File: src/rtl/core_defines.svh
/* Widths shared by the execute stage. Only 32-bit data is supported.
   The shift amount width must stay log2 of the data width. */

`ifndef CORE_DEFINES_SVH
`define CORE_DEFINES_SVH

// ----------------------------------------------------------------------
// datapath widths
// ----------------------------------------------------------------------

// data and address width
`define CORE_XLEN 32

// shift amount width
// taken from the low bits of src2
`define CORE_SHAMT_W 5

`endif

File: src/rtl/core_pkg.sv
/* Opcode and branch condition types of the execute stage.
   Encodings not listed here are treated as undefined by the datapath. */

package core_pkg;

	// ----------------------------------------------------------------------
	// alu operations
	// ----------------------------------------------------------------------
	typedef enum logic [3:0] {
		ALU_ADD  = 4'd0,
		ALU_SUB  = 4'd1,
		ALU_AND  = 4'd2,
		ALU_OR   = 4'd3,
		ALU_XOR  = 4'd4,
		// signed set less than
		ALU_SLT  = 4'd5,
		ALU_SLTU = 4'd6,
		ALU_SLL  = 4'd7,
		ALU_SRL  = 4'd8,
		// arithmetic right shift with sign fill
		ALU_SRA  = 4'd9,
		// average of both operands
		ALU_AM   = 4'd10
	} alu_op_e;

	// ----------------------------------------------------------------------
	// branch conditions
	// ----------------------------------------------------------------------
	typedef enum logic [2:0] {
		// not a branch
		BR_NONE = 3'd0,
		BR_EQ   = 3'd1,
		BR_NE   = 3'd2,
		BR_LT   = 3'd3,
		BR_GE   = 3'd4,
		BR_LTU  = 3'd5,
		BR_GEU  = 3'd6
	} brnch_cnd_e;

endpackage

File: src/rtl/core_alu.sv
/* Combinational ALU of the execute stage. Undefined opcodes give zero.
   Shifts use only the low CORE_SHAMT_W bits of src2. */

`timescale 1ns/1ps

`include "core_defines.svh"

module core_alu (
	input  logic [`CORE_XLEN-1:0] src1,
	input  logic [`CORE_XLEN-1:0] src2,
	input  core_pkg::alu_op_e     alu_op,
	output logic [`CORE_XLEN-1:0] alu_result
);

	// shift amount from the low bits of src2
	logic [`CORE_SHAMT_W-1:0] shamt;

	// sign-extended sum for the average
	logic [`CORE_XLEN:0] am_sum;

	// compare flags
	logic lt_s;
	logic lt_u;

	// upper bits of src2 are junk for shifts
	assign shamt = src2[`CORE_SHAMT_W-1:0];

	// widen by one bit so the carry survives
	assign am_sum = {src1[`CORE_XLEN-1], src1} + {src2[`CORE_XLEN-1], src2};

	assign lt_s = $signed(src1) < $signed(src2);
	assign lt_u = src1 < src2;

	// ----------------------------------------------------------------------
	// operation select
	// ----------------------------------------------------------------------
	always_comb begin
		case (alu_op)
			// add and sub wrap modulo 2^XLEN
			core_pkg::ALU_ADD: alu_result = src1 + src2;
			core_pkg::ALU_SUB: alu_result = src1 - src2;
			// bitwise logic
			core_pkg::ALU_AND: alu_result = src1 & src2;
			core_pkg::ALU_OR:  alu_result = src1 | src2;
			core_pkg::ALU_XOR: alu_result = src1 ^ src2;
			// compares give 1 or 0
			core_pkg::ALU_SLT: begin
				alu_result = {{(`CORE_XLEN-1){1'b0}}, lt_s};
			end
			core_pkg::ALU_SLTU: begin
				alu_result = {{(`CORE_XLEN-1){1'b0}}, lt_u};
			end
			// logical shifts fill with zero
			core_pkg::ALU_SLL: alu_result = src1 << shamt;
			core_pkg::ALU_SRL: alu_result = src1 >> shamt;
			// sign fill
			core_pkg::ALU_SRA: begin
				alu_result = $unsigned($signed(src1) >>> shamt);
			end
			// dropping bit 0 of the wide sum is the arithmetic shift by one
			core_pkg::ALU_AM: alu_result = am_sum[`CORE_XLEN:1];
			default: alu_result = '0;
		endcase
	end

endmodule

File: src/rtl/core_branch.sv
/* Combinational branch unit with its own comparator. The target is pc+imm
   for any real condition and zero for BR_NONE. */

`timescale 1ns/1ps

`include "core_defines.svh"

module core_branch (
	input  logic [`CORE_XLEN-1:0] src1,
	input  logic [`CORE_XLEN-1:0] src2,
	input  logic [`CORE_XLEN-1:0] pc,
	input  logic [`CORE_XLEN-1:0] imm,
	input  core_pkg::brnch_cnd_e  brnch_cnd,
	output logic                  brnch_taken,
	output logic [`CORE_XLEN-1:0] brnch_target
);

	// compare results
	logic eq;
	logic lt_s;
	logic lt_u;

	// raw target sum
	logic [`CORE_XLEN-1:0] target_sum;

	// ----------------------------------------------------------------------
	// comparator
	// ----------------------------------------------------------------------
	assign eq   = src1 == src2;
	assign lt_s = $signed(src1) < $signed(src2);
	assign lt_u = src1 < src2;

	// condition select
	always_comb begin
		case (brnch_cnd)
			core_pkg::BR_EQ:  brnch_taken = eq;
			core_pkg::BR_NE:  brnch_taken = !eq;
			core_pkg::BR_LT:  brnch_taken = lt_s;
			// ge is the inverse of lt
			core_pkg::BR_GE:  brnch_taken = !lt_s;
			core_pkg::BR_LTU: brnch_taken = lt_u;
			core_pkg::BR_GEU: brnch_taken = !lt_u;
			// BR_NONE and undefined encodings never branch
			default:          brnch_taken = 1'b0;
		endcase
	end

	// ----------------------------------------------------------------------
	// target adder
	// ----------------------------------------------------------------------
	assign target_sum = pc + imm;

	// zero keeps the field clean for non-branches
	assign brnch_target = (brnch_cnd == core_pkg::BR_NONE) ? '0 : target_sum;

endmodule

File: src/rtl/core_exec.sv
/* Execute stage top. ALU and branch unit see the same operands in parallel.
   One registered cycle of latency, one operation per cycle throughput. */

`timescale 1ns/1ps

`include "core_defines.svh"

module core_exec (
	input  logic                  clk,
	input  logic                  rst_n,
	input  logic                  in_valid,
	output logic                  in_ready,
	input  logic [`CORE_XLEN-1:0] src1,
	input  logic [`CORE_XLEN-1:0] src2,
	input  core_pkg::alu_op_e     alu_op,
	input  core_pkg::brnch_cnd_e  brnch_cnd,
	input  logic [`CORE_XLEN-1:0] pc,
	input  logic [`CORE_XLEN-1:0] imm,
	output logic                  out_valid,
	input  logic                  out_ready,
	output logic [`CORE_XLEN-1:0] result,
	output logic                  taken,
	output logic [`CORE_XLEN-1:0] target
);

	// combinational results into the register stage
	logic [`CORE_XLEN-1:0] alu_result;
	logic                  brnch_taken;
	logic [`CORE_XLEN-1:0] brnch_target;

	// ----------------------------------------------------------------------
	// parallel datapath
	// ----------------------------------------------------------------------
	core_alu i_core_alu (
		.src1       (src1),
		.src2       (src2),
		.alu_op     (alu_op),
		.alu_result (alu_result)
	);

	// own comparator, no path through the alu
	core_branch i_core_branch (
		.src1         (src1),
		.src2         (src2),
		.pc           (pc),
		.imm          (imm),
		.brnch_cnd    (brnch_cnd),
		.brnch_taken  (brnch_taken),
		.brnch_target (brnch_target)
	);

	// ----------------------------------------------------------------------
	// result register
	// ----------------------------------------------------------------------
	core_exec_result i_core_exec_result (
		.clk          (clk),
		.rst_n        (rst_n),
		.in_valid     (in_valid),
		.in_ready     (in_ready),
		.alu_result   (alu_result),
		.brnch_taken  (brnch_taken),
		.brnch_target (brnch_target),
		.out_valid    (out_valid),
		.out_ready    (out_ready),
		.result       (result),
		.taken        (taken),
		.target       (target)
	);

endmodule

File: src/rtl/core_exec_result.sv
/* One-entry output register of the execute stage with valid/ready on both
   sides. Accepts a new beat on the same edge that the held one leaves. */

`timescale 1ns/1ps

`include "core_defines.svh"

module core_exec_result (
	input  logic                  clk,
	input  logic                  rst_n,
	input  logic                  in_valid,
	output logic                  in_ready,
	input  logic [`CORE_XLEN-1:0] alu_result,
	input  logic                  brnch_taken,
	input  logic [`CORE_XLEN-1:0] brnch_target,
	output logic                  out_valid,
	input  logic                  out_ready,
	output logic [`CORE_XLEN-1:0] result,
	output logic                  taken,
	output logic [`CORE_XLEN-1:0] target
);

	// input transfer strobe
	logic in_fire;

	// free when empty or draining this cycle
	assign in_ready = !out_valid || out_ready;
	assign in_fire  = in_valid && in_ready;

	// ----------------------------------------------------------------------
	// valid and taken flags
	// ----------------------------------------------------------------------
	always_ff @(posedge clk) begin
		if (!rst_n) begin
			out_valid <= 1'b0;
			taken     <= 1'b0;
		end else if (in_ready) begin
			// empty slot or beat leaving, so load whatever arrives
			out_valid <= in_valid;
			// qualified by in_valid so an idle slot never flags a branch
			taken     <= in_valid && brnch_taken;
		end
	end

	// payload
	always_ff @(posedge clk) begin
		if (in_fire) begin
			result <= alu_result;
			target <= brnch_target;
		end
	end

	// ----------------------------------------------------------------------
	// assertions
	// ----------------------------------------------------------------------

	// stalled beat holds all fields
	property p_hold_stable;
		@(posedge clk) disable iff (!rst_n)
		(out_valid && !out_ready) |=>
			(out_valid && $stable(result) && $stable(taken) && $stable(target));
	endproperty
	a_hold_stable: assert property (p_hold_stable)
		else $error("output beat changed while stalled");

	// reset empties the stage
	property p_reset_empty;
		@(posedge clk) !rst_n |=> !out_valid;
	endproperty
	a_reset_empty: assert property (p_reset_empty)
		else $error("out_valid high in the cycle after reset");

	// no branch flag on an empty slot
	property p_taken_valid;
		@(posedge clk) disable iff (!rst_n)
		!out_valid |-> !taken;
	endproperty
	a_taken_valid: assert property (p_taken_valid)
		else $error("taken high while out_valid low");

endmodule

File: config.mk
export PLATFORM = sky130hd
export DESIGN_NAME = core_exec
export DESIGN_NICKNAME = d
export VERILOG_FILES = /design/src/rtl/core_pkg.sv /design/src/rtl/core_alu.sv /design/src/rtl/core_branch.sv /design/src/rtl/core_exec.sv /design/src/rtl/core_exec_result.sv
export VERILOG_INCLUDE_DIRS = /design/src /design/src/rtl
export SDC_FILE = /design/constraint.sdc
export NUM_CORES = 1
export LEC_CHECK = 0
export BUFFER_PORTS_ARGS = -buffer_cell sky130_fd_sc_hd__buf_4
export CORE_ASPECT_RATIO = 2
export CORE_MARGIN = 2
export CORE_UTILIZATION = 59
export DETAILED_ROUTE_END_ITERATION = 6
export GPL_ROUTABILITY_DRIVEN = 0
export GPL_TIMING_DRIVEN = 0
export PLACE_DENSITY = 0.85
export SLEW_MARGIN = 20
export SYNTH_ARGS = -nofsm -noshare
export SYNTH_HDL_FRONTEND = slang
export SYNTH_HIERARCHICAL = 1
export SYNTH_SLANG_ARGS = --single-unit
File: constraint.sdc
create_clock -name clk -period 10.2 [get_ports clk]
set_clock_uncertainty 0.1 [all_clocks]
set_input_delay 2.04 -clock clk [delete_from_list [all_inputs] [get_ports clk]]
set_output_delay 2.04 -clock clk [all_outputs]
set_load 0.005 [all_outputs]
==> results of run 1 <==
==> per-stage QoR <==
step,setup WS [ps],hold slack (ps)
after CTS,3600,363
after detailed placement,3210,352
after global placement,3170,347
after floorplan,4620,347
==> cell families after synthesis <==
| kind of cell | synth area share (%) |
|---|---|
| multiplexers | 10.4 |
| AO/OA/AOI/OAI | 30.6 |
| adder cells (fa/ha/maj) | 14.7 |
| flip-flops | 14.0 |
| XOR/XNOR | 4.37 |
| AND/OR/NAND/NOR | 18.4 |
| buffers and inverters | 7.47 |
==> Yosys cell counts, types with 22 or more instances <==
master	number	area, µm²
a211oi_1	37	278
o21ai_1	31	155
o211ai_1	30	225
inv_1	132	495
xnor2_1	50	438
nand2_1	125	469
mux2i_1	54	541
edfxtp_1	64	1920
ha_1	160	2000
nor3_1	57	285
a21oi_1	169	846
nor2_1	205	769
o21ai_0	121	606
buf_2	24	120
clkbuf_1	69	259
a22oi_1	22	165
nand3_1	33	165
nand2b_1	26	163
a21o_1	39	293
mux4_2	31	698
==> metal layers <==
layer | overflow | track usage (%)
met1 | 4 | 56.2
met2 | 63 | 81.5
met3 | 1 | 33.2
met4 | 60 | 59.3
met5 | 0 | 2.83
==> results.cfg, run 1 <==
[global_routing]
gr-usage-all-layers_pct = 57.8
grt_max_degree = 65
grt_overflow = 128
grt_pass1_vias = 18300
grt_pass1_wl_um = 112000

[logic_synthesis]
ys_types = 104
ys_ff_latch = 66
synth.yosys.seq_area_share_pct = 14.0
ys_warn_count = 6
syn_inst = 1863
synthArstFlopShare_pct = 0
avgSynthCellArea_um2 = 7.53
netlist_area_um2 = 14000
synth_enable_flop_cells = 64
syn-num-nets = 2165
yosys_most_used_dff = edfxtp_1

[clocking]
hold_buffers = 0
cts_resized = 0
htreeDepth = 3
ctsLongestPathBuffers = 2
cts_post_setup_buffers_inserted = 0
cts_root_buf = clkbuf_16
clock-sinks = 66
numCtsBuffers = 9

[die]
start_util_pct = 60.1
die_y_um = 222
rows = 79
io_pins = 206
die_w_um = 113

[outcome]
first-error = [ERROR GRT-0116] Global routing finished with congestion. Check the congestion regions in the DRC Viewer.
stop_stage = 5_1_grt
status = aborted with a tool error

[placement]
numPortBuffers = 202
hpwl_um = 51200
place_area_um2 = 15900
dp_cells = 2349
==> run 2: changes to the inputs <==
--- a/config.mk
+++ b/config.mk
@@ -7,13 +7,12 @@
 export NUM_CORES = 1
 export LEC_CHECK = 0
 export BUFFER_PORTS_ARGS = -buffer_cell sky130_fd_sc_hd__buf_4
-export CORE_ASPECT_RATIO = 2
 export CORE_MARGIN = 2
-export CORE_UTILIZATION = 59
+export CORE_UTILIZATION = 40
 export DETAILED_ROUTE_END_ITERATION = 6
 export GPL_ROUTABILITY_DRIVEN = 0
 export GPL_TIMING_DRIVEN = 0
-export PLACE_DENSITY = 0.85
+export PLACE_DENSITY_LB_ADDON = 0.15
 export SLEW_MARGIN = 20
 export SYNTH_ARGS = -nofsm -noshare
 export SYNTH_HDL_FRONTEND = slang
==> results.cfg, run 2 <==
[logic_synthesis]
avgSynthCellArea_um2 = 7.53
netlist_area_um2 = 14000
ys_ff_latch = 66
yosys_most_used_dff = edfxtp_1
synthArstFlopShare_pct = 0
syn-num-nets = 2165
ys_types = 104
ys_warn_count = 6
synthTopCellsByCount = 205 x nor2_1, 169 x a21oi_1, 160 x ha_1
yosysTopAreaCellShare_pct = 14.3
synth_area_leaders = ha_1 14%, edfxtp_1 14%, a21oi_1 6.0%, nor2_1 5.5%, mux4_2 5.0%
synth_top_area_cell = ha_1
syn_inst = 1863
synth_enable_flop_cells = 64
synth.yosys.seq_area_share_pct = 14.0
synth.most_common_cell = nor2_1

[clocking]
clkTransAtPathRegs_ps = 60
cts_resized = 0
hold_buffers = 0
cts_tree = done
insertion_delay_ps = 330
numCtsBuffers = 9
ctsLongestPathBuffers = 2
cts_root_buf = clkbuf_16
htreeDepth = 3
clock-sinks = 66
cts_post_setup_buffers_inserted = 0

[critical_path]
slowest_delay_ps = 570
path_delay_family = compound AO/OA/AOI/OAI gates
required_ps = 10150
path_buf_inv = 6
cp_slowest_cell = buf_1
worst_setup_path_end_kind = register
startpoint_type = input pin
crit_fanout = 11
crit_type = in -> reg
crit_arrival_ps = 7080
cp_cell_sequence = buf_4 -> inv_1 -> buf_1 -> buf_1 -> clkbuf_1 -> ha_1 -> buf_2 -> o211ai_1 -> a21oi_1 -> o311ai_1 -> a21oi_2 -> o21bai_1 -> o21ai_1 -> xnor2_1 -> a221oi_1 -> o211ai_1

[sta]
max-slew-margin-rel_pct = 22.8
slew_viol_final = 0
fin_setup_tns_ps = 0
hold_viol = 0
period_share_pct = 69.9
rsz0062_at_grt = no
setup_viol = 0
fmax_ghz = 0.140
worstMarginPinSlew_ps = 1150
fin_crit_ps = 7130

[finish]
antennaDiodeCount = 0
instances_no_fill = 2538
fin_nets = 2380
drive_gt1_share_pct = 17.2
top_regs = i_core_exec_result/result: 32 flops, i_core_exec_result/target: 32 flops
final_common_cell = buf_4
fillerInstances = 3568
syn2layout_area_growth_pct = 17.4
final_cell_mix = 211 x buf_4, 205 x nor2_1, 169 x a21oi_1

[detailed_routing]
dr.pass1.iters = 7
vias = 16600
wl_per_cell_um = 25.3
route.detailed.drc = 126
drt-total-wl_um = 64300
drt_iter0_drc = 2224
ant_nets = 0
via_per_inst = 6.53

[die]
die_area_um2 = 36600
die_w_um = 191
fp.coreArea_um2 = 34500
die_y_um = 191
io_pins = 206
rows = 68
start_util_pct = 40.6

[global_routing]
gr-usage-all-layers_pct = 33.9
grt_pass1_wl_um = 94200
antenna_found_initial = 0
grt_max_degree = 57
grt_pass1_vias = 15400
grt_overflow = 0

[placement]
dp_cells = 2522
numPortBuffers = 202
hpwl_um = 51000

[outcome]
violations = design-rule violations
status = finished, violations left

[run]
maxCapViolCount = 0

[power]
p_leak_nw = 7.18
ir_worst_vdd_mv = 0.0754
total_power_mw = 1.56
power_density_nw_per_um2 = 94.8

[hold_path]
min_path_type = reg -> reg
## run 2: cell counts after synthesis
No cell type changed its count.
## run 2: tightest hold or removal path, stage by stage, from the launching register on
cell      delay [ps]
dfxtp_1          310
nand2_1           50
a21boi_1          50
## run 2: logic make-up (layout without fill, tap and decap cells)
logic type / count (synthesis) / after routing / synth area share (%)
AO/OA/AOI/OAI: 648 / 648 / 30.6
AND/OR/NAND/NOR: 550 / 550 / 18.4
multiplexers: 105 / 105 / 10.4
adder cells (fa/ha/maj): 163 / 163 / 14.7
buffers and inverters: 261 / 481 / 7.47
flip-flops: 66 / 66 / 14.0
XOR/XNOR: 70 / 70 / 4.37
## run 2: worst paths after layout
path	startpoint	end	slack (ps)	depth (start not counted)
worst min register to register	i_core_exec_result/taken$_SDFFE_PN0P_	i_core_exec_result/taken$_SDFFE_PN0P_	360	2
worst min-delay path	i_core_exec_result/taken$_SDFFE_PN0P_	i_core_exec_result/taken$_SDFFE_PN0P_	360	2
worst max register to register	i_core_exec_result/out_valid$_SDFFE_PN0P_	i_core_exec_result/result[5]$_DFFE_PP_	8680	4
worst max-delay path	src2[3]	i_core_exec_result/result[25]$_DFFE_PP_	3070	16
## run 2: per-layer routing
metal / up-vias / wire [µm] / share of wire (%) / global-route usage (%)
met3: 308 / 9000 / 14 / 11.4
met2: 1268 / 26000 / 40 / 49.1
met4: 0 / 4020 / 6.3 / 17.0
met1: 7634 / 25300 / 39 / 44.6
li1: 7357 / - / - / -
met5: - / 0 / 0 / 0
## run 2: power by group
part / switching [mW] / internal, mW / leakage [nW] / total (mW)
Sequential: 0.00910 / 0.340 / 0.647 / 0.349
Combinational: 0.545 / 0.332 / 6.38 / 0.877
Clock: 0.122 / 0.214 / 0.149 / 0.336
Total: 0.676 / 0.886 / 7.18 / 1.56
## run 2: area by class of cell
type                       instances  area (µm²)  share of cell area (%)
clock inverter                     7        92.6                   0.562
clock buffer                       9         225                    1.37
multi-input combinational       1536       11000                    66.9
timing repair buffer             204        1550                    9.42
inverter                         144         541                    3.28
buffer                           117         507                    3.08
tap                              455         569                    3.46
sequential                        66        1960                    11.9
## run 2: metrics by stage
stage | setup WS (ps) | hold slack (ps) | instance area, µm² | util (%)
floorplan | 4620 | 347 | 14000 | -
global placement | 3020 | 343 | 16100 | 46.6
detailed placement | 3040 | 350 | 16200 | 46.8
CTS | 3400 | 356 | 16500 | 47.7
global route | 2920 | 391 | 16500 | 47.7
finish | 3070 | 356 | 16500 | 47.7
No activity file was read; power rests on OpenSTA's default activity.
